### config.mk
export PLATFORM = sky130hd
export DESIGN_NAME = alu
export DESIGN_NICKNAME = d
export VERILOG_FILES = /design/src/common/mips_pkg.sv /design/src/datapath/alu.sv
export SDC_FILE = /design/constraint.sdc
export NUM_CORES = 1
export LEC_CHECK = 0
export BUFFER_PORTS_ARGS = -buffer_cell sky130_fd_sc_hd__buf_2
export CORE_MARGIN = 5
export CORE_UTILIZATION = 50
export DETAILED_ROUTE_END_ITERATION = 7
export PLACE_DENSITY = 0.73
export SLEW_MARGIN = 0
export SYNTH_ARGS = -nofsm -noshare
export SYNTH_HDL_FRONTEND = slang
export SYNTH_SLANG_ARGS = --single-unit
export TNS_END_PERCENT = 5
### constraint.sdc
create_clock -name vclk -period 5.5
set_input_delay 0.825 -clock vclk [all_inputs]
set_output_delay 0.825 -clock vclk [all_outputs]
set_load 0.05 [all_outputs]
### src/common/mips_pkg.sv
package mips_pkg;

	//////////////////////////////////////////////////
	// basic widths
	//////////////////////////////////////////////////

	// one data or instruction word
	typedef logic [31:0] word_t;

	// register index, 32 registers
	typedef logic [4:0] reg_addr_t;

	//////////////////////////////////////////////////
	// instruction encodings
	//////////////////////////////////////////////////

	// major opcode, bits 31..26
	typedef enum logic [5:0]
	{
		op_rtype = 6'b000000,
		op_beq   = 6'b000100,
		op_addiu = 6'b001001,
		op_lw    = 6'b100011,
		op_sw    = 6'b101011,
		// all ones stops the core
		op_halt  = 6'b111111
	} opcode_e;

	// function field of register-type ops, bits 5..0
	typedef enum logic [5:0]
	{
		fn_addu = 6'b100001,
		fn_subu = 6'b100011,
		fn_and  = 6'b100100,
		fn_or   = 6'b100101,
		fn_slt  = 6'b101010
	} funct_e;

	// alu operation select
	typedef enum logic [2:0]
	{
		alu_add,
		alu_sub,
		alu_and,
		alu_or,
		alu_slt
	} alu_op_e;

	//////////////////////////////////////////////////
	// bundles
	//////////////////////////////////////////////////

	// decoded control for one instruction
	typedef struct packed
	{
		logic    reg_write;
		logic    reg_dst_rd;
		logic    alu_src_imm;
		logic    mem_read;
		logic    mem_write;
		logic    branch;
		logic    halt;
		alu_op_e alu_op;
	} ctrl_t;

	// register write-back bus
	typedef struct packed
	{
		logic      en;
		reg_addr_t addr;
		word_t     data;
	} wb_t;

endpackage

### src/datapath/alu.sv
`timescale 1ns/100ps

module alu
(
	input  mips_pkg::word_t   a,
	input  mips_pkg::word_t   b,
	input  mips_pkg::alu_op_e op,
	output mips_pkg::word_t   result,
	output logic              zero
);
	import mips_pkg::*;

	//////////////////////////////////////////////////
	// operation select
	//////////////////////////////////////////////////

	// signed compare for slt
	logic a_lt_b;

	assign a_lt_b = $signed(a) < $signed(b);

	always_comb
	begin
		case (op)
			// add and sub wrap, no overflow trap
			alu_add:
				result = a + b;
			alu_sub:
				result = a - b;

			// bitwise ops
			alu_and:
				result = a & b;
			alu_or:
				result = a | b;

			// one or zero in bit 0
			alu_slt:
				result = {31'd0, a_lt_b};

			default:
				result = '0;
		endcase
	end

	// zero flag, used by beq
	assign zero = (result == '0);

endmodule

==> impl_results.md <==
* Row cnt at 38
* GPL Wtd Cong at 0.988
* Vias in the first global route at between 6000 and 7000
* Worst vdd ir at 0.0000705 V
* Area growth from synthesis to layout at 12.5%
* Maximum fanout along the worst path at 8
* Hold Fails Final Rpt at 0
* DIE WIDTH at 115 µm
* Number of diodes at 0
* Layout cells sized above 1 at 16.4%
* Tightest Pin Transition at 0.920 ns
* First-pass GRT wire length at 30400 µm
* Type of origin of the critical path: input pin
* First-pass DRT Iterations at 5
* Chip height at ~120 µm
* Vias at roughly 6700
* Area of the multi-input gates at approximately 5000 µm²
* Worst Path Arrival at 4.50 ns
* Fill cells at around 1100
* Max-Slew Margin vs Limit at 38.4%
* Tcrit/Tclk final at between 90% and 100%
* Setup TNS at 0 ns
* Mapped Area at about 5600 µm²
* Pwr Density at 122 nW/µm²
* Fmax at 188 MHz
* Die ar. at 13300 µm²
* WP data required at 4.68 ns
* Overall Power at 762 µW
* Syn Area/Cell at 6.68 µm²
* Largest net degree at the start of global routing at 38
* Reg power frac at 0%
* Setup violations, final at 0
* Syn nets at 1006
* Lkg Pwr at slightly above 0.003 µW
* Clk network pwr share at 0%
* Crit end category: primary output
* Initial antenna violation count at 0
* Residual DRC at 0
* Crit path time final at roughly 5.3 ns
* Cell-internal power at between 200 and 300 µW
* Layout net count at about 1100
* Postcts setup bufs at 0
* Netlist cell types at 77
* Drt wl/cell at 18.6 µm
* Kind of critical path: input pin to primary output
* Gate Count Post-Synth at 832
* Seq/Total Area, Yosys at 0%
* Drt via density at 6.42
* Detail Route Antenna Nets at 0
* Outcome: complete, no violations
* RSZ-0062 raised after global routing: no
* Port-buffer cells at 100
* Fin. max-slew vios at 0
* HPWL Detailed at 15600 µm
* Gate power share at 100.0%
* Hold WC Path Type: input pin to primary output
* Fin util at 57.4%
* Initial drt markers at about 760
* Reg area at 0 µm²
* Grt total ovfl at 0
* Final WL at 19500 µm
* Clk_buf instances at 0
* Core area at 10900 µm²
* IO Pins at 100
* GRT Overall Usage at 27.7%
* Ys Warns at 0
* Switching part of the total at around 67%
* Initial Utilization at about 51%
* Sw Pwr at just over 500 µW
* Max_cap viols at 0
* Number of sequential cells at 0
==> kinds of logic after synthesis <==
kind of cell	after synthesis	share of synthesized area [%]
compound gates	285	36.9
xor+xnor	14	2.21
fa+ha+maj	107	24.4
buf+inv	144	9.95
mux	10	1.80
simple gates	272	24.8
==> power by group through the flow <==
stage	Sequential (µW)	Clock, µW	Combinational, µW
floorplan	0	0	533
global placement	0	0	738
detailed placement	0	0	740
CTS	0	0	743
global route	0	0	817
finish	0	0	762
==> layout by cell type (no fill, tap or decap), drive strengths merged, types with 13 or more instances in the layout <==
cell | synthesis | final
buf | 14 | 127
a21oi | 70 | 70
nor2 | 70 | 70
a21o | 14 | 14
nor2b | 16 | 16
nor3 | 27 | 27
nor4 | 16 | 16
a211oi | 14 | 14
or3 | 14 | 14
o31ai | 13 | 13
o21ai | 36 | 36
o211ai | 18 | 18
inv | 96 | 96
nand3 | 15 | 15
nand2 | 57 | 57
ha | 105 | 105
==> metrics by stage <==
stage	std cells	hold slack (ns)	instance area (µm²)	worst slack, ns
2_1_floorplan	832	2.12	5560	0.00575
3_3_place_gp	1051	2.17	6240	0.302
3_5_place_dp	1051	2.17	6240	0.167
4_1_cts	1051	2.17	6240	0.153
5_1_grt	1051	2.20	6250	0.0243
6_report	1051	2.17	6250	0.178
==> synth_stat cells (12+ instances only) <==
master / instances / share of area, %
nor4_1: 16 / 1.8
a21oi_1: 69 / 6.2
nand4_1: 12 / 1.4
nor2b_1: 15 / 1.7
xnor2_1: 12 / 1.9
o21ai_0: 30 / 2.7
a21o_1: 14 / 1.9
or3_1: 14 / 1.6
o211ai_1: 18 / 2.4
clkbuf_1: 34 / 2.3
nand2_1: 57 / 3.8
ha_1: 105 / 24
nor3_1: 27 / 2.4
a211oi_1: 13 / 1.8
nand3_1: 15 / 1.4
inv_1: 93 / 6.3
nor2_1: 70 / 4.7
==> critical path, cell delays in order <==
cell       delay [ns]
buf_2            0.12
inv_1            0.05
ha_1             0.43
inv_1            0.12
or4_4            0.60
a2111oi_4        0.39
o31a_1           0.27
nor4_1           0.07
a211o_1          0.31
nand3b_1         0.16
nor4_1           0.39
nand4_1          0.21
and4bb_1         0.29
buf_2            0.26
==> layer usage <==
layer / routed length [µm] / up-vias / track usage [%]
met5: 0 / - / 0
met2: 8570 / 398 / 45.1
met1: 8230 / 3047 / 37.7
li1: - / 3226 / -
met4: 938 / 0 / 10.1
met3: 1770 / 77 / 3.13
==> final timing paths <==
kind              start        end  slack [ns]  cells past startpoint
setup / recovery   a[3]       zero        0.18                     14
hold / removal    op[2]  result[1]        2.17                      3
==> repair_timing <==
item | CTS | global route
endpoints found under the setup margin | 0 | 1
hold buffers | 0 | 0
resized for setup | 0 | 2
==> cell type report <==
type / count / share of cell area [%]
inverter: 96 / 5.76
tap: 140 / 2.80
timing repair buffer: 127 / 11.2
multi-input combinational: 688 / 80.2
Note: power is estimated with default switching activity, not from simulation.
