**config.mk**
```make
export PLATFORM = sky130hd
export DESIGN_NAME = register_file
export DESIGN_NICKNAME = d
export VERILOG_FILES = /design/src/common/mips_pkg.sv /design/src/datapath/register_file.sv
export SDC_FILE = /design/constraint.sdc
export NUM_CORES = 2
export LEC_CHECK = 0
export BUFFER_PORTS_ARGS = -buffer_cell sky130_fd_sc_hd__buf_4
export CAP_MARGIN = 20
export CORE_MARGIN = 4
export CORE_UTILIZATION = 65
export DETAILED_ROUTE_END_ITERATION = 8
export PLACE_DENSITY = 0.81
export SKIP_LAST_GASP = 1
export SLEW_MARGIN = 20
export SYNTH_ARGS = -nofsm -noshare
export SYNTH_HDL_FRONTEND = slang
export SYNTH_SLANG_ARGS = --single-unit
```
**constraint.sdc**
```tcl
create_clock -name clk -period 4 [get_ports clk]
set_input_delay 0.6 -clock clk [delete_from_list [all_inputs] [get_ports clk]]
set_output_delay 0.6 -clock clk [all_outputs]
set_load 0.01 [all_outputs]
```
**src/common/mips_pkg.sv**
```systemverilog
package mips_pkg;

	//////////////////////////////////////////////////
	// basic widths
	//////////////////////////////////////////////////

	// one data or instruction word
	typedef logic [31:0] word_t;

	// register index, 32 registers
	typedef logic [4:0] reg_addr_t;

	//////////////////////////////////////////////////
	// instruction encodings
	//////////////////////////////////////////////////

	// major opcode, bits 31..26
	typedef enum logic [5:0]
	{
		op_rtype = 6'b000000,
		op_beq   = 6'b000100,
		op_addiu = 6'b001001,
		op_lw    = 6'b100011,
		op_sw    = 6'b101011,
		// all ones stops the core
		op_halt  = 6'b111111
	} opcode_e;

	// function field of register-type ops, bits 5..0
	typedef enum logic [5:0]
	{
		fn_addu = 6'b100001,
		fn_subu = 6'b100011,
		fn_and  = 6'b100100,
		fn_or   = 6'b100101,
		fn_slt  = 6'b101010
	} funct_e;

	// alu operation select
	typedef enum logic [2:0]
	{
		alu_add,
		alu_sub,
		alu_and,
		alu_or,
		alu_slt
	} alu_op_e;

	//////////////////////////////////////////////////
	// bundles
	//////////////////////////////////////////////////

	// decoded control for one instruction
	typedef struct packed
	{
		logic    reg_write;
		logic    reg_dst_rd;
		logic    alu_src_imm;
		logic    mem_read;
		logic    mem_write;
		logic    branch;
		logic    halt;
		alu_op_e alu_op;
	} ctrl_t;

	// register write-back bus
	typedef struct packed
	{
		logic      en;
		reg_addr_t addr;
		word_t     data;
	} wb_t;

endpackage

```
**src/datapath/register_file.sv**
```systemverilog
`timescale 1ns/100ps

module register_file
(
	input  logic              clk,
	input  logic              rst_n,
	input  mips_pkg::reg_addr_t rs_addr,
	input  mips_pkg::reg_addr_t rt_addr,
	input  mips_pkg::wb_t     wb,
	output mips_pkg::word_t   rs_data,
	output mips_pkg::word_t   rt_data
);
	import mips_pkg::*;

	// 32 general registers
	word_t regs [32];

	//////////////////////////////////////////////////
	// write port
	//////////////////////////////////////////////////

	// all registers clear on reset
	// register zero is never written and stays zero
	always_ff @(posedge clk or negedge rst_n)
	begin
		if (!rst_n)
		begin
			for (int i = 0; i < 32; i++)
				regs[i] <= '0;
		end
		else if (wb.en && (wb.addr != '0))
		begin
			regs[wb.addr] <= wb.data;
		end
	end

	//////////////////////////////////////////////////
	// read ports
	//////////////////////////////////////////////////

	// combinational, no bypass
	// single cycle core sees the old value until the edge
	assign rs_data = regs[rs_addr];
	assign rt_data = regs[rt_addr];

endmodule

```
==> results_tabular.tex <==
\begin{tabular}{lr}
\hline
Metric & Value \\
\hline
\multicolumn{2}{l}{\textbf{Run status}} \\
\quad Status & complete, no violations \\
\multicolumn{2}{l}{\textbf{Clocking}} \\
\quad Maximum count of clock buffers along a single path & 3 \\
\quad Post-CTS setup buffer count & 0 \\
\quad Sink count of the clock tree & 1024 \\
\quad Clock tree root driver cell & clkbuf\_16 \\
\quad CTS tree & built \\
\quad Number of buffers inserted during clock tree synthesis & approximately 110 \\
\quad Clock edge transition at the registers on the reported setup and hold paths & around 0.060 ns \\
\quad Max H-tree Level & 3 \\
\quad Number of gates resized after cts & 0 \\
\quad Clk\_lat worst skew & 0.68 ns \\
\multicolumn{2}{l}{\textbf{Global route}} \\
\quad Vias in the first global route & slightly above 40000 \\
\quad Met3 Use GR & 0.0734 \\
\quad Global router's overall resource usage & 0.366 \\
\quad Remaining global-route overflow & 0 \\
\quad Wire length of the first global-routing pass & 253 mm \\
\quad Initial antenna violation count & 10 \\
\quad Maximum number of pins on one net before global-route repair & between 100 and 150 \\
\quad Fraction of met1 tracks used by global routing & 0.487 \\
\quad Routing usage on met2 & 0.575 \\
\quad Busiest metal layer after global routing & met2 \\
\multicolumn{2}{l}{\textbf{Route}} \\
\quad Routed vias & $\sim$40000 \\
\quad Sum of routed wire length over all layers & $\sim$170 mm \\
\quad Avg WL per Cell & a little under 30 microns \\
\quad Pre-antenna DRT Iters & 6 \\
\quad DR DRC count & 0 \\
\quad Via-to-Cell Ratio & between 6 and 7 \\
\quad Number of violations reported at the end of detailed-routing iteration 0 & approximately 4100 \\
\quad ANT nets after route & 0 \\
\multicolumn{2}{l}{\textbf{Finish}} \\
\quad Final-layout fill cell count & between 5000 and 6000 \\
\quad Largest register by flop count & regs \\
\quad Number of cells in the finished layout apart from fillers & 5763 \\
\quad Fraction of final layout cells sized beyond drive strength 1 & 0.318 \\
\quad Regs by FF count & regs: 1024 flops \\
\quad Area taken by multi-input logic gates & around 0.028 sq mm \\
\quad Leading cell types in the layout, fill and taps excluded & mux2i\_1, dfrtp\_1, mux2\_2 \\
\quad Net total in the final layout & 4571 \\
\quad Area overhead of the layout relative to synthesis & 10.3\% \\
\quad Largest register FFs & between 1000 and 1500 \\
\quad Sequential cell area & roughly 0.026 sq mm \\
\multicolumn{2}{l}{\textbf{Setup path}} \\
\quad Crit path largest cell delay & roughly 0.32 ns \\
\quad Critical path's top delay family & buffers and inverters \\
\quad Type of destination of the critical path & primary output \\
\quad Required time of the worst setup path & 3.40 ns \\
\quad Chain of cells forming the critical path & buf\_8 -> buf\_12 -> buf\_12 -> buf\_4 -> mux2i\_1 -> nand2\_1 -> a31oi\_1 -> nand3\_1 -> buf\_4 \\
\quad Critical path fanouts, max & 37 \\
\quad Critical path start-end classification & input pin to primary output \\
\quad Startpoint types & input pin \\
\quad Critical Path Slowest Stage Cell & buf\_8 \\
\quad Arrival time at the worst endpoint & 2.87 ns \\
\quad Buf+Inv Stages, Crit Path & 5 \\
\multicolumn{2}{l}{\textbf{Synth}} \\
\quad Syn\_area\_per\_cell & between 10 and 15 sq um \\
\quad Synthesis-stage register bit count & roughly 1000 \\
\quad Syn\_nets & 4651 \\
\quad Post-synth design cell area & roughly 0.056 sq mm \\
\quad Most area-consuming cells after synthesis & dfrtp\_1, mux2\_2, mux2i\_1 \\
\quad Synth unique cells & 28 \\
\quad Synth top area share & 0.458 \\
\quad Count of mapped cells out of synthesis & 4601 \\
\quad Count of yosys warnings during synthesis & 0 \\
\quad Synth area leader & dfrtp\_1 \\
\quad Fraction of the yosys area taken by sequential cells & 0.458 \\
\multicolumn{2}{l}{\textbf{Timing}} \\
\quad Final hold vios & 0 \\
\quad Accumulated negative setup slack & 0 ns \\
\quad Max transition margin & 0.303 \\
\quad Finish-stage setup viols & 0 \\
\quad Layout Skew & 0 ns \\
\quad Count of final max-slew check failures & 0 \\
\quad Achievable Freq & approximately 290 MHz \\
\quad Setup repair after global routing missed its margin & no \\
\quad Min Tclk post-route & 3.47 ns \\
\quad Actual transition at the worst max-transition pin & 1.04 ns \\
\quad Period utilization & 0.867 \\
\multicolumn{2}{l}{\textbf{Placement}} \\
\quad Routability cong. & 0.863 \\
\quad Detailed Place HPWL & between 90 and 100 mm \\
\quad Count of buffers from port buffering & 113 \\
\quad Total placed cells including tap cells & roughly 5600 \\
\multicolumn{2}{l}{\textbf{Power and ir drop}} \\
\quad Max rail drop VDD & around 0.00042 V \\
\quad Proportion of power drawn by the clock network & 0.349 \\
\quad Proportion of power drawn by flip-flops and latches & 0.456 \\
\quad Int Power & roughly 22 mW \\
\quad Power per standard cell area & between 400 and 500 mW/mm\^{}2 \\
\quad Total leakage power & around 29 nW \\
\quad Net Switching & approximately 8.6 mW \\
\quad Part of the power in combinational logic & 0.195 \\
\quad Switching portion of total power & 0.283 \\
\multicolumn{2}{l}{\textbf{Die}} \\
\quad Horizontal extent of the die & 301 microns \\
\quad Die area & $\sim$0.09 sq mm \\
\quad Total I/O pin count & between 100 and 150 \\
\quad Die height & around 300 microns \\
\quad Area inside the core boundary & 0.0853 sq mm \\
\quad Initial core utilization & 0.656 \\
\quad Total number of placement rows & between 100 and 150 \\
\multicolumn{2}{l}{\textbf{Min path}} \\
\quad Hold/Removal Path Class & flip-flop to flip-flop \\
\multicolumn{2}{l}{\textbf{Flow run}} \\
\quad Max Cap Viol & 0 \\
\hline
\end{tabular}
-- repair_timing --
item | CTS | global route
hold buffers | 1 | 0
setup endpoints to repair | 0 | 0
endpoints found under the hold margin | 33 | 0
-- final timing paths --
| kind | slack, ns | cells past startpoint | start | end |
|---|---|---|---|---|
| setup reg to reg | 3.17 | 1 | regs[232] | regs[232] |
| setup / recovery | 0.53 | 9 | rs_addr[1] | rs_data[18] |
| max in group asynchronous | 2.28 | 3 | rst_n | regs[229] |
| hold reg to reg | 0.40 | 0 | regs[1005] | regs[1005] |
| hold / removal | 0.40 | 0 | regs[1005] | regs[1005] |
| min in group asynchronous | 0.58 | 2 | rst_n | regs[628] |
-- area by class of cell --
cell class / count / area share
clock buffers: 153 / 0.0508
flip-flops and latches: 1024 / 0.415
multi-input cells: 3104 / 0.452
repair buffers: 286 / 0.0474
diodes: 8 / 0.000325
clock inverters: 44 / 0.0104
well taps: 1144 / 0.0232
-- synthesized netlist by cell type, drive strengths merged --
library cell,instances
or2,3
a22oi,192
nor3,65
a22o,128
dfrtp,1024
and3b,1
mux2i,1024
nor3b,4
and2,2
or3b,1
mux2,992
nand2b,4
clkbuf,224
nor2b,4
nand2,210
nor2,19
a21oi,192
and3,1
buf,249
nand3,194
a31oi,64
nand3b,4
-- stage by stage --
step	cell area (sq um)	utilization	setup WS (ns)	hold slack [ns]	total power, mW
3_3_place_gp	57900	0.679	0.639	0.384	19.4
3_5_place_dp	57900	0.679	0.616	0.388	19.8
6_report	61700	0.723	0.531	0.397	30.5
4_1_cts	61700	0.723	0.608	0.361	30.5
2_1_floorplan	55900	-	1.56	0.304	17.9
5_1_grt	61700	0.723	0.461	0.407	31.7
-- cells by family (layout without fill, tap and decap cells) --
| group | Yosys count | after routing | share of synthesized area |
|---|---|---|---|
| AOI/OAI and AO/OA | 576 | 576 | 0.0701 |
| buffers and inverters | 473 | 483 | 0.0450 |
| DFF | 1024 | 1024 | 0.458 |
| muxes | 2016 | 2016 | 0.383 |
| other | 0 | 8 | 0 |
| and+or+nand+nor | 512 | 512 | 0.0439 |
-- power groups by stage --
stage	Sequential (mW)	Clock (mW)	Combinational [mW]
3_3_place_gp	13.8	0	5.63
4_1_cts	13.8	10.7	5.91
3_5_place_dp	14.0	0	5.84
6_report	13.9	10.7	5.95
2_1_floorplan	13.5	0	4.35
5_1_grt	14.1	11.1	6.44
-- routing by layer --
| layer | share of wire | up-vias | wire (microns) |
|---|---|---|---|
| met2 | 0.46 | 2134 | 78300 |
| met1 | 0.39 | 20700 | 66300 |
| met3 | 0.089 | 567 | 15100 |
| li1 | - | 16800 | - |
| met4 | 0.053 | 2 | 8900 |
| met5 | 0.000077 | - | 13 |
(Power assumes the default switching activity.)
