## config.mk

```make
export PLATFORM = sky130hd
export DESIGN_NAME = data_mem
export DESIGN_NICKNAME = d
export VERILOG_FILES = /design/src/common/mips_pkg.sv /design/src/hw/data_mem.sv
export SDC_FILE = /design/constraint.sdc
export NUM_CORES = 1
export LEC_CHECK = 0
export ABC_AREA = 1
export BUFFER_PORTS_ARGS = -buffer_cell sky130_fd_sc_hd__clkbuf_2
export CAP_MARGIN = 20
export CORE_UTILIZATION = 35
export CTS_CLUSTER_DIAMETER = 100
export DETAILED_ROUTE_END_ITERATION = 8
export GPL_TIMING_DRIVEN = 0
export HOLD_SLACK_MARGIN = 0.02
export PLACE_DENSITY = 0.55
export SETUP_SLACK_MARGIN = 0.4
export SYNTH_ARGS = -nofsm -noshare
export SYNTH_HDL_FRONTEND = slang
export SYNTH_SLANG_ARGS = --single-unit
```

## constraint.sdc

```tcl
create_clock -name clk -period 8.7 [get_ports clk]
set_input_delay 0.435 -clock clk [delete_from_list [all_inputs] [get_ports clk]]
set_output_delay 0.435 -clock clk [all_outputs]
set_load 0.01 [all_outputs]
```

## src/common/mips_pkg.sv

```systemverilog
package mips_pkg;

	//////////////////////////////////////////////////
	// basic widths
	//////////////////////////////////////////////////

	// one data or instruction word
	typedef logic [31:0] word_t;

	// register index, 32 registers
	typedef logic [4:0] reg_addr_t;

	//////////////////////////////////////////////////
	// instruction encodings
	//////////////////////////////////////////////////

	// major opcode, bits 31..26
	typedef enum logic [5:0]
	{
		op_rtype = 6'b000000,
		op_beq   = 6'b000100,
		op_addiu = 6'b001001,
		op_lw    = 6'b100011,
		op_sw    = 6'b101011,
		// all ones stops the core
		op_halt  = 6'b111111
	} opcode_e;

	// function field of register-type ops, bits 5..0
	typedef enum logic [5:0]
	{
		fn_addu = 6'b100001,
		fn_subu = 6'b100011,
		fn_and  = 6'b100100,
		fn_or   = 6'b100101,
		fn_slt  = 6'b101010
	} funct_e;

	// alu operation select
	typedef enum logic [2:0]
	{
		alu_add,
		alu_sub,
		alu_and,
		alu_or,
		alu_slt
	} alu_op_e;

	//////////////////////////////////////////////////
	// bundles
	//////////////////////////////////////////////////

	// decoded control for one instruction
	typedef struct packed
	{
		logic    reg_write;
		logic    reg_dst_rd;
		logic    alu_src_imm;
		logic    mem_read;
		logic    mem_write;
		logic    branch;
		logic    halt;
		alu_op_e alu_op;
	} ctrl_t;

	// register write-back bus
	typedef struct packed
	{
		logic      en;
		reg_addr_t addr;
		word_t     data;
	} wb_t;

endpackage

```

## src/hw/data_mem.sv

```systemverilog
`timescale 1ns/100ps

module data_mem
#(
	parameter int DMEM_DEPTH = 32
)
(
	input  logic            clk,
	input  mips_pkg::word_t addr,
	input  mips_pkg::word_t wdata,
	input  logic            we,
	output mips_pkg::word_t rdata
);
	import mips_pkg::*;

	// index width, at least one bit
	localparam int AW = (DMEM_DEPTH > 1) ? $clog2(DMEM_DEPTH) : 1;

	// word storage
	word_t mem [DMEM_DEPTH];

	// word index, address wraps at the depth
	logic [AW-1:0] idx;

	assign idx = AW'(addr % DMEM_DEPTH);

	// store at the end of the cycle
	always_ff @(posedge clk)
	begin
		if (we)
			mem[idx] <= wdata;
	end

	// load is combinational
	assign rdata = mem[idx];

endmodule

```

==> impl_metrics.csv, run 1 <==
group,metric,value,unit
run_status,status,"completed",
yosys,avgSynthCellArea,10.4,um2
timing,maxSlewHeadroom,0.247,
finish,fin_area,0.0490,mm2
floorplanning,initial_utilization,0.353,
floorplanning,die_w,350,um
timing,clock.fmax,264,MHz
timing,final-setup-viol-count,0,
pwr,intPower,8160,uW
pwr,power_density,217,mW/mm2
yosys,syn_inst,4059,
finish,top_register,"mem",
yosys,syn_area,0.0423,mm2
grt,grt_overflow,0,
worst_setup_path,critical_path_arrival,3.36,ns
finish,final_common_cell,"nand2_1",
floorplanning,pin_count,98,
drt,wl_per_cell,21.0,um
grt,grt_max_degree,33,
placement,dpl_cell_area,0.0456,mm2
grt,track_usage,0.206,
clock_tree,cts_tree,"built",
finish,reg.largest.list,"mem x1024",
placement,post-dp-hpwl,83000,um
yosys,yosysWarningCount,0,
clock_tree,postCtsHoldBufs,0,
pwr,p_switching,2470,uW
placement,placedCellCount,5774,
timing,min_period,3.79,ns
placement,numPortBuffers,69,
pwr,p_seq_frac,0.518,
clock_tree,cts_resized,0,
clock_tree,clock-root-buffer,"clkbuf_16",
clock_tree,post_cts_buffers,0,
worst_setup_path,cp-start-kind,"input pin",
worst_setup_path,end_kind,"primary output",
drt,dr_total_vias,28400,
timing,slew_violations,0,
yosys,ys_seq_area_frac,0.727,
finish,final_cell_mix,"nand2_1 (2720), edfxtp_1 (1024), clkbuf_1 (130)",
pwr,power_leakage,0.0200,uW
drt,first_pass_iters,6,
worst_setup_path,startpoint,"addr[0]",
run,drv_cap,0,
hold_path,hold_class,"in -> reg",
finish,drive_gt1_frac,0.0832,
pwr,p_comb_frac,0.065,
drt,wl_met3,8620,um
grt,antenna_found_initial,7,
drt,drc_errors,0,
drt,drt-met1-wl,53100,um
timing,hold_viol,0,
finish,largest_reg_flops,1024,
drt,drt-initial-drc-count,2720,
clock_tree,cts_made_buffers,107,
finish,area_delta_synth_final,15.9,%
finish,fin_cells,5979,
drt,antenna_left,0,
clock_tree,clkTransAtPathRegs,0.05,ns
pwr,vdd_drop_max,0.148,mV
hold_path,hold_depth,1,
grt,grt_pass1_wl,182000,um
timing,tightest_slew,1.13,ns
hold_path,min_from,"wdata[1]",
placement,place_congestion,0.819,
timing,rsz0062_at_grt,"false",
worst_setup_path,critPathRequiredTime,8.27,ns
worst_setup_path,path_class,"in -> out",
timing,finalCritPeriodShare,0.436,
clock_tree,cts.sinks,1024,
clock_tree,htree_levels,3,
floorplanning,fp.dieArea,0.122,mm2
floorplanning,placementRows,127,
pwr,power,10600,uW
pwr,switching_share,0.232,
drt,dr.max_layer_used,"met5",
timing,fin_tns_setup,0,ns
drt,viasPerCell,4.75,
finish,fin_nets,4338,
worst_setup_path,critPathMaxFanout,10,
pwr,p_clk_frac,0.417,
clock_tree,cts_buffer_depth,3,
drt,wl_met2,59800,um
yosys,syn-num-nets,4125,
finish,fill_cells,11600,
yosys,ys_types,12,
floorplanning,core,0.120,mm2
yosys,ys_seq_elements,1024,
floorplanning,die_y,350,um
drt,wl,126000,um
grt,grt_pass1_vias,26800,
[power by group through the flow]
stage	registers (uW)	clock network, uW	logic, uW
floorplan	5610	0	343
global placement	5610	0	676
detailed placement	5610	0	698
CTS	5500	4490	700
global route	5510	4680	766
finish	5500	4430	696
[path summary, 6_finish.rpt]
path / end / slack [ns]
max: rdata[3] / 4.91
min: mem[5][1] / 0.48
[layer usage]
| metal | vias up | GRT usage |
|---|---|---|
| li1 | 13600 | - |
| met1 | 13700 | 0.273 |
| met2 | 915 | 0.342 |
| met3 | 197 | 0.0318 |
| met4 | 2 | 0.0715 |
| met5 | - | 0 |
[layout make-up]
class | count | area (um2) | share of cell area
Antenna cell | 2 | 5.00 | 0.000102
Buffer | 194 | 815 | 0.0166
Clock buffer | 123 | 2780 | 0.0567
Clock inverter | 79 | 588 | 0.0120
Inverter | 13 | 48.8 | 0.000996
Multi-Input combinational cell | 2828 | 10900 | 0.223
Sequential cell | 1024 | 30700 | 0.628
Tap cell | 1612 | 2020 | 0.0412
Timing Repair Buffer | 104 | 1080 | 0.0221
[cell families (layout without fill, tap and decap cells)]
logic type,count (synthesis),after routing,share of synthesized area
AND/OR/NAND/NOR,2828,2828,0.252
flip-flops,1024,1024,0.727
buffers and inverters,207,513,0.0204
other,0,2,0
[per-stage QoR]
step                 util  hold slack (ns)  setup WS (ns)
floorplan               -            0.534           5.58
global route        0.409            0.490           4.85
detailed placement  0.381             1.18           4.41
CTS                 0.409            0.442           4.96
finish              0.409            0.481           4.91
global placement    0.373             1.16           2.67
[cell usage after synthesis, drive strengths merged]
library cell | n | area, um2
buf | 76 | 369
clkbuf | 118 | 443
clkinv | 1 | 3.75
edfxtp | 1024 | 30700
inv | 12 | 45.0
nand2 | 2720 | 10200
nand3 | 4 | 20.0
nor2 | 96 | 360
nor3 | 8 | 75.1
[worst max-delay path: stages]
cell and delay (ns):
clkbuf_2 0.13, buf_2 0.36, clkbuf_1 0.88, buf_2 0.51
nand2_1 0.09, nand2_1 0.08, nand2_1 0.05, nand2_1 0.08
nand2_1 0.12, nand2_1 0.13, nor2_1 0.07, nand2_1 0.22
clkbuf_2 0.19
(Power assumes the default switching activity.)
==> inputs of run 2 (changes only) <==
- PLACE_DENSITY: 0.55 -> 0.56
- clock period: 8.7 -> 3.1 ns (I/O delays scaled with it)
==> impl_metrics.csv, run 2 (synthesized netlist as in run 1, its figures left out) <==
group,metric,value,unit
clock_tree,postCtsHoldBufs,0,
drt,first_pass_iters,6,
worst_setup_path,cp-start-kind,"input pin",
clock_tree,clock-root-buffer,"clkbuf_16",
timing,slew_violations,0,
floorplanning,placementRows,127,
floorplanning,core,0.120,mm2
timing,maxSlewHeadroom,0.269,
floorplanning,die_y,350,um
worst_setup_path,critPathRequiredTime,2.94,ns
drt,wl_per_cell,20.7,um
worst_setup_path,critPathMaxFanout,10,
run_status,status,"completed",
grt,grt_max_degree,33,
timing,min_period,2.69,ns
drt,drc_errors,0,
finish,reg.largest.list,"mem x1024",
finish,top_register,"mem",
clock_tree,cts_made_buffers,107,
finish,drive_gt1_frac,0.105,
timing,final-setup-viol-count,0,
worst_setup_path,end_kind,"primary output",
timing,clock.fmax,372,MHz
floorplanning,pin_count,98,
timing,hold_ws,0.186,ns
drt,drt-initial-drc-count,2645,
timing,finalCritPeriodShare,0.866,
placement,numPortBuffers,69,
pwr,vdd_drop_max,0.463,mV
finish,multi_input_area,0.0110,mm2
timing,rsz0062_at_grt,"true",
clock_tree,clkTransAtPathRegs,0.06,ns
timing,fin_tns_setup,0,ns
floorplanning,die_w,350,um
finish,fin_nets,4384,
floorplanning,initial_utilization,0.353,
finish,final_cell_mix,"nand2_1 (2720), edfxtp_1 (1024), clkbuf_2 (107), clkbuf_16 (107), clkbuf_1 (104)",
drt,viasPerCell,4.72,
floorplanning,fp.dieArea,0.122,mm2
grt,track_usage,0.203,
placement,dp_slack,-0.863,ns
timing,setup_slack,0.415,ns
timing,tightest_slew,1.09,ns
placement,place_congestion,0.840,
hold_path,hold_class,"in -> reg",
grt,grt_pass1_wl,181000,um
worst_setup_path,critical_path_arrival,2.53,ns
drt,antenna_left,0,
run,drv_cap,0,
drt,wl,125000,um
clock_tree,cts_tree,"built",
clock_tree,htree_levels,3,
finish,fill_cells,11500,
placement,post-dp-hpwl,82600,um
worst_setup_path,path_class,"in -> out",
finish,largest_reg_flops,1024,
finish,register_area,0.0307,mm2
grt,antenna_found_initial,9,
finish,final_common_cell,"nand2_1",
grt,grt_overflow,0,
placement,dpl_cell_area,0.0456,mm2
clock_tree,cts.sinks,1024,
timing,hold_viol,0,
drt,dr_total_vias,28400,
grt,grt_pass1_vias,27100,
pwr,power_leakage,0.0204,uW
pwr,power_density,600,mW/mm2
clock_tree,cts_buffer_depth,3,
finish,area_delta_synth_final,17.3,%
finish,fin_area,0.0496,mm2
finish,fin_util,0.414,
-- run 2: final cells by class --
class                      instances  area share
clock inverter                    62      0.0107
multi-input combinational       2828       0.221
sequential                      1024       0.620
timing repair buffer             150      0.0324
tap                             1612      0.0407
buffer                           194      0.0179
antenna                            4    0.000202
clock buffer                     132      0.0559
inverter                          13    0.000984
-- run 2: repair_timing --
| item | CTS | global route |
|---|---|---|
| buffers inserted | 42 | 7 |
| resized for setup | 38 | 49 |
| setup endpoints to repair | 985 | 101 |
| pin swaps | 19 | 3 |
-- run 2: per-stage QoR --
stage	total power, uW	cells
2_1_floorplan	16700	4059
3_3_place_gp	17600	5740
3_5_place_dp	17700	5772
4_1_cts	29900	6008
5_1_grt	30600	6017
6_report	29700	6019
-- run 2: power breakdown --
part           switching [uW]  internal [uW]  total, uW
Sequential               33.8          15400      15400
Combinational            1530            456       1980
Clock                    5310           6990      12300
Total                    6880          22900      29700
-- run 2: path summary, 6_finish.rpt --
check	start	end	depth (start not counted)	slack [ns]
worst min-delay path	wdata[0]	mem[17][0]	1	0.19
worst max-delay path	addr[0]	rdata[2]	13	0.41
-- run 2: per-layer routing --
metal  wire length (um)  global-route usage  up-vias
li1                   -                   -    13700
met1              53000               0.274    13600
met2              58900               0.336      970
met3               8960              0.0274      196
met4               3760              0.0728        0
met5                  0                   0        -
-- run 2: worst max-delay path, cell delays in order --
cell	delay (ns)
clkbuf_2	0.13
buf_2	0.35
clkbuf_4	0.39
buf_2	0.44
nand2_1	0.09
nand2_1	0.08
nand2_1	0.05
nand2_1	0.20
nand2_1	0.08
nand2_1	0.10
nor2_1	0.04
nand2_1	0.22
clkbuf_2	0.19
