**src/common/mips_pkg.sv**
```systemverilog
package mips_pkg;

	//////////////////////////////////////////////////
	// basic widths
	//////////////////////////////////////////////////

	// one data or instruction word
	typedef logic [31:0] word_t;

	// register index, 32 registers
	typedef logic [4:0] reg_addr_t;

	//////////////////////////////////////////////////
	// instruction encodings
	//////////////////////////////////////////////////

	// major opcode, bits 31..26
	typedef enum logic [5:0]
	{
		op_rtype = 6'b000000,
		op_beq   = 6'b000100,
		op_addiu = 6'b001001,
		op_lw    = 6'b100011,
		op_sw    = 6'b101011,
		// all ones stops the core
		op_halt  = 6'b111111
	} opcode_e;

	// function field of register-type ops, bits 5..0
	typedef enum logic [5:0]
	{
		fn_addu = 6'b100001,
		fn_subu = 6'b100011,
		fn_and  = 6'b100100,
		fn_or   = 6'b100101,
		fn_slt  = 6'b101010
	} funct_e;

	// alu operation select
	typedef enum logic [2:0]
	{
		alu_add,
		alu_sub,
		alu_and,
		alu_or,
		alu_slt
	} alu_op_e;

	//////////////////////////////////////////////////
	// bundles
	//////////////////////////////////////////////////

	// decoded control for one instruction
	typedef struct packed
	{
		logic    reg_write;
		logic    reg_dst_rd;
		logic    alu_src_imm;
		logic    mem_read;
		logic    mem_write;
		logic    branch;
		logic    halt;
		alu_op_e alu_op;
	} ctrl_t;

	// register write-back bus
	typedef struct packed
	{
		logic      en;
		reg_addr_t addr;
		word_t     data;
	} wb_t;

endpackage

```
**src/hw/instruction_mem.sv**
```systemverilog
`timescale 1ns/100ps

module instruction_mem
#(
	parameter int IMEM_DEPTH = 32
)
(
	input  logic           clk,
	input  logic           load_en,
	input  mips_pkg::word_t load_addr,
	input  mips_pkg::word_t load_data,
	input  mips_pkg::word_t addr,
	output mips_pkg::word_t instr
);
	import mips_pkg::*;

	// index width, at least one bit
	localparam int AW = (IMEM_DEPTH > 1) ? $clog2(IMEM_DEPTH) : 1;

	// halt opcode with zero fields
	localparam word_t HALT_WORD = {op_halt, 26'd0};

	// word storage, filled through the load port
	word_t mem [IMEM_DEPTH];

	// program load, one word per edge
	// out of range loads are dropped
	always_ff @(posedge clk)
	begin
		if (load_en && (load_addr < IMEM_DEPTH))
			mem[load_addr[AW-1:0]] <= load_data;
	end

	// combinational fetch by word index
	// past the end reads as halt so a runaway program stops
	always_comb
	begin
		if (addr < IMEM_DEPTH)
			instr = mem[addr[AW-1:0]];
		else
			instr = HALT_WORD;
	end

endmodule

```
**config.mk**
```make
export PLATFORM = sky130hd
export DESIGN_NAME = instruction_mem
export DESIGN_NICKNAME = d
export VERILOG_FILES = /design/src/common/mips_pkg.sv /design/src/hw/instruction_mem.sv
export SDC_FILE = /design/constraint.sdc
export NUM_CORES = 1
export LEC_CHECK = 0
export ABC_AREA = 1
export BUFFER_PORTS_ARGS = -buffer_cell sky130_fd_sc_hd__buf_2
export CORE_MARGIN = 5
export CORE_UTILIZATION = 30
export DETAILED_ROUTE_END_ITERATION = 12
export GPL_ROUTABILITY_DRIVEN = 0
export SETUP_SLACK_MARGIN = 0.15
export SYNTH_ARGS = -nofsm -noshare
export SYNTH_HDL_FRONTEND = slang
export SYNTH_SLANG_ARGS = --single-unit
```
**constraint.sdc**
```tcl
create_clock -name clk -period 4.45 [get_ports clk]
set_clock_uncertainty 0.2 [all_clocks]
set_input_delay 0.445 -clock clk [delete_from_list [all_inputs] [get_ports clk]]
set_output_delay 0.445 -clock clk [all_outputs]
set_load 0.05 [all_outputs]
```
==> flow_metrics.env, run 1 <==
export IMPL_outcome="complete, no violations"
export IMPL_cts_buffer_depth=3
export IMPL_worstPathArrival_ps=2980
export IMPL_slew_headroom_pct=30.2
export IMPL_pwr_share_seq_pct=53.0
export IMPL_cts_hold_buf=0
export IMPL_netlist_top_cells_area="edfxtp_1, nand2_1, nand3_1"
export IMPL_total_power_mw=20.0
export IMPL_startpoint_type="input pin"
export IMPL_synth_top_area_share_pct=73.6
export IMPL_cts_root_buf="clkbuf_16"
export IMPL_endpoint_kind="output pin"
export IMPL_antenna_found_initial=12
export IMPL_crit_required_ps=3810
export IMPL_utilization_pct=34.6
export IMPL_netSwitchingFraction_pct=21.5
export IMPL_drt_iter0_drc=3576
export IMPL_clock_sinks=1024
export IMPL_min_path_type="in2reg"
export IMPL_grt_overflow=0
export IMPL_place_ws_ps=867
export IMPL_crit_type="in2out"
export IMPL_grt_first_pass_wirelength_um=174000
export IMPL_max_freq_mhz=276
export IMPL_setup_viol=0
export IMPL_placementRows=137
export IMPL_portBuffers=129
export IMPL_synth_area_um2=41800
export IMPL_fill_cells=13500
export IMPL_combPwrFrac_pct=5.2
export IMPL_hold_viol_final=0
export IMPL_final_cell_mix="nand2_1, edfxtp_1, nand3_1"
export IMPL_p_leak_nw=17.1
export IMPL_place_hpwl_um=64000
export IMPL_cts_made_buffers=96
export IMPL_power_per_cell_area_nw_per_um2=416
export IMPL_rsz0062_at_grt="no"
export IMPL_power_frac_clock_pct=41.9
export IMPL_drive_gt1_share_pct=10.7
export IMPL_grt_max_degree=173
export IMPL_postCtsSetupBuffers=0
export IMPL_ys_ff_latch=1024
export IMPL_coreArea_um2=139000
export IMPL_drc=0
export IMPL_synth_fp_nets=3630
export IMPL_fin_crit_sh_pct=81.4
export IMPL_finalMaxSlewViolations=0
export IMPL_worstPathMaxFanout=159
export IMPL_fin_nets=3730
export IMPL_setup_slack_ps=829
export IMPL_hp_start="load_data[20]"
export IMPL_synth_distinct_cells=21
export IMPL_stdcell_count=5586
export IMPL_cts_resized=0
export IMPL_grt_use_total_pct=15.8
export IMPL_yosysSeqAreaShare_pct=73.6
export IMPL_io_pins=130
export IMPL_hold_depth=1
export IMPL_placed_cell_area_um2=45000
export IMPL_layout_min_cycle_time_ps=3620
export IMPL_grt_pass1_vias=25800
export IMPL_maxCapViolCount=0
export IMPL_p_switching_mw=4.30
export IMPL_die_w_um=383
export IMPL_tightestPinTransition_ps=1050
export IMPL_intPower_mw=15.7
export IMPL_yosysWarnings=0
export IMPL_drt_wl_total_um=119000
export IMPL_wire_per_inst_um=21.4
export IMPL_largest_reg_flops=1024
export IMPL_yosysTopAreaCell="edfxtp_1"
export IMPL_die_area_um2=147000
export IMPL_h_tree_depth=3
export IMPL_die_y_um=383
export IMPL_min_to="mem[20][20]"
export IMPL_clkTransAtPathRegs_ps=70
export IMPL_viasPerCell=4.96
export IMPL_whs_ps=60.3
export IMPL_design_area_um2=48200
export IMPL_start_util_pct=30.0
export IMPL_num_vias=27700
export IMPL_drtAntennaViolNets=0
export IMPL_firstDrtPassIters=6
export IMPL_finalSetupTns_ps=0
export IMPL_peakVddDrop_uv=271
export IMPL_layout_cells_most_common="nand2_1"
export IMPL_syn_to_final_growth_pct=15.3
export IMPL_cts_tree="yes"
export IMPL_syn_avg_cell_area_um2=11.8
export IMPL_syn_inst=3532
export IMPL_placed_cells=5410
## per-layer routing
layer  global-route usage [%]  wire length [um]
met2                     24.6             54200
met1                     22.5             51300
met5                        0                27
met4                     4.35              3190
met3                     3.14             10500
## cells in the mapped netlist, drive strengths merged
| library cell | instances |
|---|---|
| nand2 | 1217 |
| edfxtp | 1024 |
| nand3 | 845 |
| buf | 201 |
| nor2 | 105 |
| inv | 72 |
| a21oi | 26 |
| clkbuf | 19 |
| o21ai | 12 |
| nand4 | 4 |
| nor4 | 4 |
| nand3b | 1 |
| nor3 | 1 |
| or2 | 1 |
## final cells by class
type	instances	area, um2	area share, %
repair buffers	222	1890	3.92
inverters	72	300	0.624
multi-input cells	2216	9710	20.2
diodes	3	7.51	0.0156
flip-flops and latches	1024	30700	63.8
clock inverters	54	591	1.23
well taps	1876	2350	4.87
clock buffers	119	2570	5.34
## critical path: stages
cell and delay [ps]:
buf_8 190, inv_16 450, buf_12 320, nand2_1 80, nand3_1 70, nand3_1 90, nand3_1 120, nand2_1 100
nand2_1 70, nand2_1 50, nor2_1 490, buf_12 220
## power by group through the flow
stage / clock, mW / sequential, mW / combinational, mW
floorplan: 0 / 10.8 / 0.636
global placement: 0 / 10.8 / 1.02
detailed placement: 0 / 10.8 / 1.03
CTS: 8.50 / 10.6 / 1.03
global route: 8.89 / 10.6 / 1.14
finish: 8.38 / 10.6 / 1.04
## worst max-delay path by stage
| stage | slack [ps] | end | start |
|---|---|---|---|
| floorplan | 1240 | mem[0][0] | load_addr[25] |
| global placement | 780 | instr[15] | addr[0] |
| detailed placement | 870 | instr[15] | addr[1] |
| CTS | 860 | instr[15] | addr[1] |
| global route | 680 | instr[15] | addr[0] |
| finish | 830 | instr[15] | addr[0] |
## logic make-up (layout without fill, tap and decap cells)
group | after synthesis | count (layout) | synth area share (%)
other | 0 | 3 | 0
flip-flops | 1024 | 1024 | 73.6
AND/OR/NAND/NOR | 2178 | 2178 | 22.2
buffers and inverters | 292 | 467 | 3.75
AO/OA/AOI/OAI | 38 | 38 | 0.455
Note: power is estimated with default switching activity, not from simulation.
==> inputs of run 2 (changes only) <==
clock period = 3.4 ns   (was 4.45 ns; I/O delays follow)
==> flow_metrics.env, run 2 (synthesized netlist as in run 1, its figures left out) <==
export IMPL_outcome="complete, no violations"
export IMPL_crit_chain="buf_8, inv_16, buf_4, nand2_1, nand3_1, nand3_1, nand3_1, a21oi_1, nor2_1, buf_12"
export IMPL_syn_to_final_growth_pct=17.5
export IMPL_portBuffers=129
export IMPL_firstDrtPassIters=6
export IMPL_place_hpwl_um=65700
export IMPL_clkTransAtPathRegs_ps=60
export IMPL_grt_use_total_pct=15.8
export IMPL_placementRows=137
export IMPL_pwr_share_seq_pct=52.2
export IMPL_max_freq_mhz=320
export IMPL_finalSetupTns_ps=0
export IMPL_drive_gt1_share_pct=11.7
export IMPL_utilization_pct=35.3
export IMPL_coreArea_um2=139000
export IMPL_die_w_um=383
export IMPL_drt_iter0_drc=3084
export IMPL_slowest_stage="nor2_1"
export IMPL_place_ws_ps=332
export IMPL_setup_viol=0
export IMPL_grt_first_pass_wirelength_um=175000
export IMPL_grt_overflow=0
export IMPL_slowest_delay_ps=610
export IMPL_io_pins=130
export IMPL_crit_top_cell="nand3_1"
export IMPL_worstPathArrival_ps=2590
export IMPL_whs_ps=35.2
export IMPL_maxCapViolCount=0
export IMPL_crit_family="simple AND/OR/NAND/NOR gates"
export IMPL_rsz0062_at_grt="no"
export IMPL_crit_required_ps=2860
export IMPL_p_leak_nw=17.5
export IMPL_drtAntennaViolNets=0
export IMPL_layout_cells_most_common="nand2_1"
export IMPL_finalMaxSlewViolations=0
export IMPL_layout_min_cycle_time_ps=3130
export IMPL_cts_made_buffers=104
export IMPL_min_path_type="in2reg"
export IMPL_total_power_mw=26.6
export IMPL_grt_max_degree=116
export IMPL_crit_buf_inv=4
export IMPL_startpoint_type="input pin"
export IMPL_hold_viol_final=0
export IMPL_netSwitchingFraction_pct=21.6
export IMPL_largest_reg_flops=1024
export IMPL_setup_slack_ps=273
export IMPL_p_switching_mw=5.75
export IMPL_worstPathMaxFanout=92
export IMPL_drc=0
export IMPL_drt_wl_total_um=119000
export IMPL_fin_nets=3793
export IMPL_grt_pass1_vias=26700
export IMPL_h_tree_depth=3
export IMPL_combPwrFrac_pct=5.5
export IMPL_power_frac_clock_pct=42.3
export IMPL_slew_headroom_pct=42.2
export IMPL_die_y_um=383
export IMPL_intPower_mw=20.8
export IMPL_cts_root_buf="clkbuf_16"
export IMPL_tightestPinTransition_ps=867
export IMPL_cts_resized=0
export IMPL_crit_type="in2out"
export IMPL_die_area_um2=147000
export IMPL_fill_cells=13500
export IMPL_wire_per_inst_um=21.0
export IMPL_cts_buffer_depth=3
export IMPL_viasPerCell=4.92
export IMPL_final_cell_mix="nand2_1, edfxtp_1, nand3_1"
export IMPL_power_per_cell_area_nw_per_um2=542
export IMPL_endpoint_kind="output pin"
export IMPL_antenna_found_initial=9
export IMPL_clock_sinks=1024
export IMPL_cts_tree="yes"
export IMPL_fin_crit_sh_pct=92.0
export IMPL_start_util_pct=30.0
export IMPL_num_vias=27800
export IMPL_peakVddDrop_uv=415
run 2: path summary, 6_finish.rpt:
kind	to	startpoint	cells past startpoint
setup / recovery	instr[15]	addr[0]	10
hold / removal	mem[3][15]	load_data[15]	1
run 2: layout make-up:
class                           instances  area [um2]  share of cell area, %
Antenna cell                            1        2.50                0.00510
Clock buffer                          124        2740                   5.58
Clock inverter                         67         593                   1.21
Inverter                               72         300                  0.612
Multi-Input combinational cell       2216        9710                   19.8
Sequential cell                      1024       30700                   62.6
Tap cell                             1876        2350                   4.78
Timing Repair Buffer                  277        2660                   5.41
run 2: power by group through the flow:
stage               clock network (mW)  registers, mW  logic, mW
global route                      12.0           13.9       1.62
floorplan                            0           14.2      0.832
global placement                     0           14.2       1.43
CTS                               11.4           13.9       1.47
finish                            11.2           13.9       1.47
detailed placement                   0           14.2       1.45
run 2: layer usage:
layer	track usage [%]	vias to the layer above	share of wire, %
li1	-	12700	-
met3	2.81	185	8.4
met2	24.7	1179	46
met1	22.7	13700	43
met4	4.37	10	2.4
met5	0	-	0.059
run 2: timing repair:
| action | CTS | global route |
|---|---|---|
| setup buffers | 0 | 0 |
| hold endpoints to repair | 433 | 0 |
| hold buffers | 16 | 0 |
run 2: through the flow:
stage                     instance area (um2)  instances
after CTS                               49100       5656
final                                   49100       5657
after global placement                  45600       5449
after global routing                    49100       5656
after floorplan                         41800       3532
after detailed placement                45600       5449
