$ cat config.mk
export PLATFORM = sky130hd
export DESIGN_NAME = main_control
export DESIGN_NICKNAME = d
export VERILOG_FILES = /design/src/common/mips_pkg.sv /design/src/hw/main_control.sv
export SDC_FILE = /design/constraint.sdc
export NUM_CORES = 1
export LEC_CHECK = 0
export BUFFER_PORTS_ARGS = -buffer_cell sky130_fd_sc_hd__buf_4
export CORE_AREA = 2 2 39 41
export DETAILED_ROUTE_END_ITERATION = 16
export DIE_AREA = 0 0 41 43
export GPL_ROUTABILITY_DRIVEN = 0
export MAX_ROUTING_LAYER = met4
export PLACE_DENSITY = 0.46
export SLEW_MARGIN = 5
export SYNTH_ARGS = -nofsm -noshare
export SYNTH_HDL_FRONTEND = slang
export SYNTH_SLANG_ARGS = --single-unit
$ cat constraint.sdc
create_clock -name vclk -period 0.8
set_clock_uncertainty 0.1 [all_clocks]
set_input_delay 0.08 -clock vclk [all_inputs]
set_output_delay 0.08 -clock vclk [all_outputs]
set_load 0.005 [all_outputs]
$ cat src/common/mips_pkg.sv
package mips_pkg;

	//////////////////////////////////////////////////
	// basic widths
	//////////////////////////////////////////////////

	// one data or instruction word
	typedef logic [31:0] word_t;

	// register index, 32 registers
	typedef logic [4:0] reg_addr_t;

	//////////////////////////////////////////////////
	// instruction encodings
	//////////////////////////////////////////////////

	// major opcode, bits 31..26
	typedef enum logic [5:0]
	{
		op_rtype = 6'b000000,
		op_beq   = 6'b000100,
		op_addiu = 6'b001001,
		op_lw    = 6'b100011,
		op_sw    = 6'b101011,
		// all ones stops the core
		op_halt  = 6'b111111
	} opcode_e;

	// function field of register-type ops, bits 5..0
	typedef enum logic [5:0]
	{
		fn_addu = 6'b100001,
		fn_subu = 6'b100011,
		fn_and  = 6'b100100,
		fn_or   = 6'b100101,
		fn_slt  = 6'b101010
	} funct_e;

	// alu operation select
	typedef enum logic [2:0]
	{
		alu_add,
		alu_sub,
		alu_and,
		alu_or,
		alu_slt
	} alu_op_e;

	//////////////////////////////////////////////////
	// bundles
	//////////////////////////////////////////////////

	// decoded control for one instruction
	typedef struct packed
	{
		logic    reg_write;
		logic    reg_dst_rd;
		logic    alu_src_imm;
		logic    mem_read;
		logic    mem_write;
		logic    branch;
		logic    halt;
		alu_op_e alu_op;
	} ctrl_t;

	// register write-back bus
	typedef struct packed
	{
		logic      en;
		reg_addr_t addr;
		word_t     data;
	} wb_t;

endpackage

$ cat src/hw/main_control.sv
`timescale 1ns/100ps

module main_control
(
	input  mips_pkg::opcode_e opcode,
	input  mips_pkg::funct_e  funct,
	output mips_pkg::ctrl_t   ctrl
);
	import mips_pkg::*;

	//////////////////////////////////////////////////
	// opcode decode
	//////////////////////////////////////////////////

	always_comb
	begin
		// default is a no-op, nothing written
		ctrl             = '0;
		ctrl.alu_op      = alu_add;

		case (opcode)
			op_rtype:
			begin
				// destination is rd, both operands from registers
				ctrl.reg_dst_rd = 1'b1;
				ctrl.reg_write  = 1'b1;
				case (funct)
					fn_addu: ctrl.alu_op = alu_add;
					fn_subu: ctrl.alu_op = alu_sub;
					fn_and:  ctrl.alu_op = alu_and;
					fn_or:   ctrl.alu_op = alu_or;
					fn_slt:  ctrl.alu_op = alu_slt;
					default:
					begin
						// unknown funct, drop the write
						ctrl.reg_write  = 1'b0;
						ctrl.reg_dst_rd = 1'b0;
					end
				endcase
			end

			op_addiu:
			begin
				// rt <= rs + sign extended imm
				ctrl.reg_write   = 1'b1;
				ctrl.alu_src_imm = 1'b1;
				ctrl.alu_op      = alu_add;
			end

			op_lw:
			begin
				// address from rs + imm, data to rt
				ctrl.reg_write   = 1'b1;
				ctrl.alu_src_imm = 1'b1;
				ctrl.mem_read    = 1'b1;
				ctrl.alu_op      = alu_add;
			end

			op_sw:
			begin
				// same address path, rt goes to memory
				ctrl.alu_src_imm = 1'b1;
				ctrl.mem_write   = 1'b1;
				ctrl.alu_op      = alu_add;
			end

			op_beq:
			begin
				// compare by subtract, zero flag decides
				ctrl.branch = 1'b1;
				ctrl.alu_op = alu_sub;
			end

			op_halt:
				ctrl.halt = 1'b1;

			default:
				ctrl.halt = 1'b0;
		endcase
	end

endmodule

==> run metrics, run 1 <==
Synth area leaders nor2_1 (13%), or3b_1 (10%), a21oi_1 (8.6%); IO buf count 22; Reg area 0 µm²; DRT Pass-1 Iters 1; diode count 0; Non-Filler Instances 84; Slew @ Worst Pin 198 ps; residual DRC count 0; worst hold path type in2out; part of the power in registers 0; Final Power 0.269 mW; Seq/Total Area, Yosys 0; num ports 22; Seq cells 0; Starting Density 0.126; Critical Path RT 620 ps; average wire per standard cell 9.60 µm; die height 43 µm; Setup crit end kind output port; Max-Cap Viols 0; Tot GR Track Use 0.0954; Psw 0.100 mW; failing checks negative setup slack; Sw Ratio 0.372; # nets final 82; core area 1380 µm²; Post-Syn Area 174 µm²; Via Count 360; vias in the first global route 345; nature of the critical path startpoint input port; Critical Path AT 960 ps; Int Pwr 0.169 mW; pin count of the biggest net entering global routing 5; clock share of power 0; commonest non-fill, non-tap cell in the layout buf_4; hold_ws 391 ps; worst vdd ir 0.197 mV; layout cells sized above 1 0.809; count of final hold-check violations 0; Max Fanout on Critical Path 2; Final HPWL DP 628 µm; DRT antenna net count 0; most frequent cells in the layout buf_4 (23), buf_6 (10), buf_8 (5), nor2_1 (4); residual overflow from global routing 0; Tmin final 1140 ps; status complete, but fails checks; Post-Syn Nets 42; top cell type's share of synthesized area 0.129; setup TNS -1440 ps; PD cells 396 nW/µm²; Mean Syn Cell Area 5.80 µm²; placed cell count 83; Synth warnings 0; Max Fclk 874 MHz; leading area contributor after synthesis nor2_1; die width 41 µm; Final setup viols 9; PnR worst setup slack -345 ps; Yosys cell types 15; initial antenna violation count 0; RSZ-0062 raised after global routing true; hold_sp funct[1]; fin crit share 1.43; crit path kind in2out; hold buffers post-CTS 0; cells after synthesis 30; synth-to-layout area growth 291%; Core Rows 14; Hold Path End ctrl[1]; first-pass GRT wire length 1.24 mm; Comb power frac 1.000; static leakage 0.308 nW; DRT iter0 DRCs 0; relative slew slack 0.868; worst hold path stage count 4; clock buffer count 0; drt total wl 806 µm; Slew Viols, Final 0; DIE AREA 1760 µm²; Via density 4.29
## final cells by class
| class | instances | area (µm²) |
|---|---|---|
| multi-input combinational | 30 | 299 |
| fill | 140 | 704 |
| tap | 16 | 20.0 |
| timing repair buffer | 38 | 360 |
## through the flow
step	worst slack, ps	instance area, µm²	utilization
3_5_place_dp	-365	500	0.362
2_1_floorplan	-114	203	-
4_1_cts	-345	616	0.445
5_1_grt	-390	679	0.491
3_3_place_gp	-365	500	0.362
6_report	-345	679	0.491
## routing by layer
metal / global-route usage / part of all wire / wire (µm) / vias up
met4: 0 / 0 / 0 / 0
met3: 0 / 0.094 / 76 / 0
met1: 0.115 / 0.37 / 302 / 155
met5: - / 0 / 0 / -
met2: 0.178 / 0.53 / 427 / 15
li1: - / - / - / 190
## kinds of logic (layout without fill, tap and decap cells)
group | count (synthesis) | in the layout | synth area share
AO/OA/AOI/OAI | 5 | 5 | 0.180
XOR/XNOR | 1 | 1 | 0.0504
buffers and inverters | 0 | 38 | 0
AND/OR/NAND/NOR | 24 | 24 | 0.770
## synth_stat cells, drive strengths merged
library cell  number
a21oi              3
nor2               6
nand3              3
nor4bb             1
nor3b              1
nand3b             1
and3               1
and3b              1
xor2               1
nor4b              1
o22ai              1
or3b               2
nor3               3
o211a              1
nand2              4
## what timing repair did
item | CTS | global route
resized for setup | 27 | 12
setup endpoints to repair | 9 | 9
buffers inserted | 0 | 1
pin swaps | 13 | 11
endpoints found under the hold margin | 0 | 0
## critical path, cell delays in order
cell and delay, ps:
buf_6 90, or3b_4 380, o211a_1 150, o22ai_2 130, buf_4 120
## power by group through the flow
| stage | combinational (mW) | sequential, mW | clock, mW |
|---|---|---|---|
| global route | 0.287 | 0 | 0 |
| detailed placement | 0.181 | 0 | 0 |
| global placement | 0.181 | 0 | 0 |
| CTS | 0.236 | 0 | 0 |
| floorplan | 0.0464 | 0 | 0 |
| finish | 0.269 | 0 | 0 |
## worst max path at each step
stage	slack (ps)	startpoint	endpoint
after floorplan	-110	funct[1]	ctrl[9]
after global placement	-360	funct[1]	ctrl[9]
after detailed placement	-360	funct[1]	ctrl[9]
after CTS	-350	funct[1]	ctrl[9]
after global routing	-390	funct[1]	ctrl[9]
final	-340	funct[1]	ctrl[9]
Note: power is estimated with default switching activity, not from simulation.
==> inputs of run 2 (changes only) <==
CORE_AREA = 5 5 42 44   (was 2 2 39 41)
DIE_AREA = 0 0 47 49   (was 0 0 41 43)
PLACE_DENSITY = 0.45   (was 0.46)
SETUP_SLACK_MARGIN = 0.5   (was default)
==> run 2 against run 1 <==
The run still ends with negative setup slack left. Utilization up 3.5 points. Combinational power up 9.3%. Worst hold slack better by 15 ps. Non-clock buffer count up 3. Total power up 9.2%.
==> run metrics, run 2 (synthesis gave the netlist of run 1 again) <==
static leakage 0.330 nW (+7.2%); num ports 22 (unchanged); status complete, but fails checks; Max Fanout on Critical Path 3 (+1); count of final hold-check violations 0 (unchanged); Max Fclk 880 MHz (+0.78%); Critical Path AT 960 ps (about the same); Starting Density 0.124 (-0.00157); Final Power 0.294 mW (+9.2%); crit path kind in2out; IO buf count 22 (unchanged); die height 49 µm (+14%); CP peak stage delay 370 ps (about the same); commonest non-fill, non-tap cell in the layout buf_4; layout filler cell count 142 (+1.4%); worst hold path type in2out; DIE AREA 2300 µm² (+31%); Via density 4.30 (+0.31%); hold buffers post-CTS 0 (unchanged); drt total wl 941 µm (+17%); Tmin final 1140 ps (-8.88 ps); pin count of the biggest net entering global routing 5 (unchanged); fin crit share 1.42 (-0.0111); vias in the first global route 396 (+15%); CP max-delay cell or3b_1; PnR worst setup slack -336 ps (+8.88 ps); die width 47 µm (+15%); synth-to-layout area growth 324%; relative slew slack 0.876 (+0.00870); Slew Viols, Final 0 (unchanged); nature of the critical path startpoint input port; CP bufs+invs 2 (unchanged); core area 1400 µm² (+1.3%); PD cells 399 nW/µm² (+0.71%); RSZ-0062 raised after global routing true; placed cell count 83 (unchanged); most frequent cells in the layout buf_4 (20), buf_6 (16), buf_8 (5), nand2_1 (3); Final HPWL DP 750 µm (+19%); residual overflow from global routing 0 (unchanged); Max-Cap Viols 0 (unchanged); Final setup viols 10 (+1); Setup crit end kind output port; DRT iter0 DRCs 2 (+2); Seq cells 0 (unchanged); layout cells sized above 1 0.845 (+0.0362); Reg area 0 µm² (unchanged); first-pass GRT wire length 1.57 mm (+27%); failing checks negative setup slack; Via Count 374 (+3.9%); diode count 0 (unchanged); clock buffer count 0 (unchanged); Tot GR Track Use 0.0850 (-0.0104); initial antenna violation count 0 (unchanged); DRT Pass-1 Iters 2 (+1); Critical Path RT 620 ps (about the same); residual DRC count 0 (unchanged); average wire per standard cell 10.8 µm (+13%); worst path cell trace buf_8 > or3b_1 > o211a_1 > o22ai_2 > buf_4; cell family with most CP delay simple AND/OR/NAND/NOR gates; Core Rows 14 (unchanged); worst vdd ir 0.199 mV (+0.89%); # nets final 85 (+3.7%); Non-Filler Instances 87 (+3.6%); Slew @ Worst Pin 185 ps (-12.5 ps); DRT antenna net count 0 (unchanged)
## run 2: path summary, 6_finish.rpt
kind / start / end / slack [ps] / depth (start not counted)
max: funct[2] / ctrl[9] / -340 / 5
min: opcode[4] / ctrl[5] / 410 / 4
## run 2: final cells by class
type,instances,area [µm²],area share
repair buffers,41,405,0.550
multi-input cells,30,312,0.423
well taps,16,20.0,0.0272
## run 2: routing by layer
layer / global-route usage / part of all wire / wire length, µm / up-vias
li1: - / - / - / 195
met1: 0.113 / 0.40 / 373 / 165
met2: 0.145 / 0.51 / 481 / 14
met3: 0.00738 / 0.091 / 86 / 0
met4: 0 / 0 / 0 / 0
met5: - / 0 / 0 / -
## run 2: what timing repair did
item | CTS | global route
setup buffers | 2 | 2
gates cloned | 0 | 0
pin swaps | 7 | 10
setup endpoints to repair | 10 | 10
gates resized for setup | 24 | 14
## run 2: stage by stage
step | area, µm² | TNS [ps] | setup slack (ps) | util | hold slack, ps
final | 737 | -1700 | -336 | 0.526 | 405
after global routing | 737 | -2230 | -379 | 0.526 | 423
after CTS | 651 | -1810 | -345 | 0.464 | 396
after detailed placement | 547 | -1960 | -367 | 0.390 | 343
after global placement | 547 | -1980 | -375 | 0.390 | 339
after floorplan | 249 | -193 | -114 | - | 83.5
## run 2: power by group
part           internal [mW]  total, mW  switching [mW]
Combinational          0.187      0.294           0.107
Clock                      0          0               0
Sequential                 0          0               0
Total                  0.187      0.294           0.107
==> inputs of run 3 (changes only) <==
BUFFER_PORTS_ARGS = -buffer_cell sky130_fd_sc_hd__buf_2   (was -buffer_cell sky130_fd_sc_hd__buf_4)
PLACE_DENSITY = 0.44   (was 0.45)
clock period = 1.2 ns   (was 0.8 ns; I/O delays follow)
==> run 3 against run 2 <==
The flow still finishes with violations (negative setup slack). Non-clock buffer count down 10. Design area shrank 22%. Sequential share of layout area unchanged. Count of clock-buffer cells in the layout unchanged. Sequential cell count did not move. Die area unchanged. Cell count is 11% lower.
==> run metrics, run 3 (synthesis gave the netlist of run 1 again) <==
CP peak stage delay 370 ps (about the same); layout filler cell count 142 (unchanged); clock buffer count 0 (unchanged); worst hold path stage count 4 (unchanged); Tmin final 1220 ps; Slew @ Worst Pin 199 ps (+13.6 ps); residual DRC count 0 (unchanged); Via density 4.47 (+3.9%); layout cells sized above 1 0.770 (-0.0746); DIE AREA 2300 µm² (unchanged); Slew Viols, Final 0 (unchanged); relative slew slack 0.867 (-0.00909); vias in the first global route 328 (-17%); count of final hold-check violations 0 (unchanged); PnR worst setup slack -19.2 ps (+317 ps); worst hold path type in2out; static leakage 0.270 nW (-18%); Max Fanout on Critical Path 4 (+1); PD cells 267 nW/µm² (-33%); GR peak layer met2; hold_sp funct[2]; initial antenna violation count 0 (unchanged); Critical Path RT 980 ps (+360 ps); status complete, but fails checks; Reg area 0 µm² (unchanged); die height 49 µm (unchanged); worst path cell trace buf_8 > or3b_1 > o211a_1 > o22ai_2 > buf_2; drt total wl 860 µm (-8.6%); Max-Cap Viols 0 (unchanged); core area 1400 µm² (unchanged); failing checks negative setup slack; Via Count 344 (-8.0%); Final HPWL DP 727 µm (-3.1%); CP max-delay cell or3b_1; commonest non-fill, non-tap cell in the layout buf_2; fin crit share 1.02; RSZ-0062 raised after global routing true; hold buffers post-CTS 0 (unchanged); die width 47 µm (unchanged); met1 Resource Use GR 0.105 (-0.00871); Hold Path End ctrl[2]; Critical Path AT 1000 ps (+40 ps); most frequent cells in the layout buf_2 (12), buf_6 (10), buf_4 (5), nor2_1 (4), buf_8 (4); Layout Utilization 0.413 (-0.113); Starting Density 0.124 (unchanged); synth-to-layout area growth 232%; DRT antenna net count 0 (unchanged); GRT met2 Usage 0.129 (-0.0158); nature of the critical path startpoint input port; Tot GR Track Use 0.0763 (-0.00864); residual overflow from global routing 0 (unchanged); average wire per standard cell 11.2 µm (+3.3%); Seq cells 0 (unchanged); crit path kind in2out; num ports 22 (unchanged); M3 GR Usage 0.00369 (-0.00369); DRT Pass-1 Iters 1 (-1); diode count 0 (unchanged); Core Rows 14 (unchanged); # nets final 75 (-12%); Final setup viols 1 (-9); Max Fclk 820 MHz; worst vdd ir 0.0959 mV (-52%); Setup crit end kind output port; IO buf count 22 (unchanged); Multi-input gate area 288 µm² (-7.6%); hold_ws 462 ps (+56.5 ps); DRT iter0 DRCs 0 (-2); first-pass GRT wire length 1.41 mm (-10%); pin count of the biggest net entering global routing 6 (+1)
==> run 3: changes by cell type in the layout (fill, tap and decap cells not counted), sizes merged <==
| cell | change |
|---|---|
| buf | -10 |
==> run 3: worst max-delay path by stage <==
stage / endpoint / slack (ps) / from
2_1_floorplan: ctrl[9] / 210 / funct[1]
3_3_place_gp: ctrl[9] / -40 / funct[2]
3_5_place_dp: ctrl[9] / -50 / funct[2]
4_1_cts: ctrl[9] / -30 / funct[1]
5_1_grt: ctrl[9] / -80 / funct[2]
6_report: ctrl[9] / -20 / funct[2]
==> run 3: cell type report <==
| cell class | count | share of cell area |
|---|---|---|
| Multi-Input combinational cell | 30 | 0.498 |
| Tap cell | 16 | 0.0346 |
| Timing Repair Buffer | 31 | 0.468 |
==> run 3: routing by layer <==
| layer | vias to the layer above | routed length (µm) |
|---|---|---|
| met3 | 0 | 95 |
| met1 | 152 | 362 |
| met2 | 16 | 402 |
| li1 | 176 | - |
| met4 | 0 | 0 |
| met5 | - | 0 |
==> run 3: metrics by stage <==
step	power, mW	cells	worst slack, ps	instance area, µm²	TNS (ps)
final	0.154	77	-19.2	578	-19.2
after global routing	0.166	77	-80.2	578	-80.2
after CTS	0.139	75	-27.5	531	-27.5
after detailed placement	0.0937	74	-45.8	395	-45.8
after global placement	0.0939	74	-35.5	395	-35.5
after floorplan	0.0331	30	206	220	0
==> run 3: critical path, delay by kind of cell <==
family	cells	cell delay [ps]
buffers and inverters	2	230
AOI/OAI and AO/OA	2	290
and+or+nand+nor	1	370
==> run 3: where the power goes <==
part / leakage, nW / internal, mW / total, mW / switching, mW
registers: 0 / 0 / 0 / 0
logic: 0.270 / 0.0928 / 0.154 / 0.0615
clock network: 0 / 0 / 0 / 0
total: 0.270 / 0.0928 / 0.154 / 0.0615
==> run 3: what timing repair did <==
item	CTS	global route
pin swaps	14	9
gates resized for setup	30	8
buffers inserted	1	2
gates cloned	0	0
setup endpoints to repair	10	10
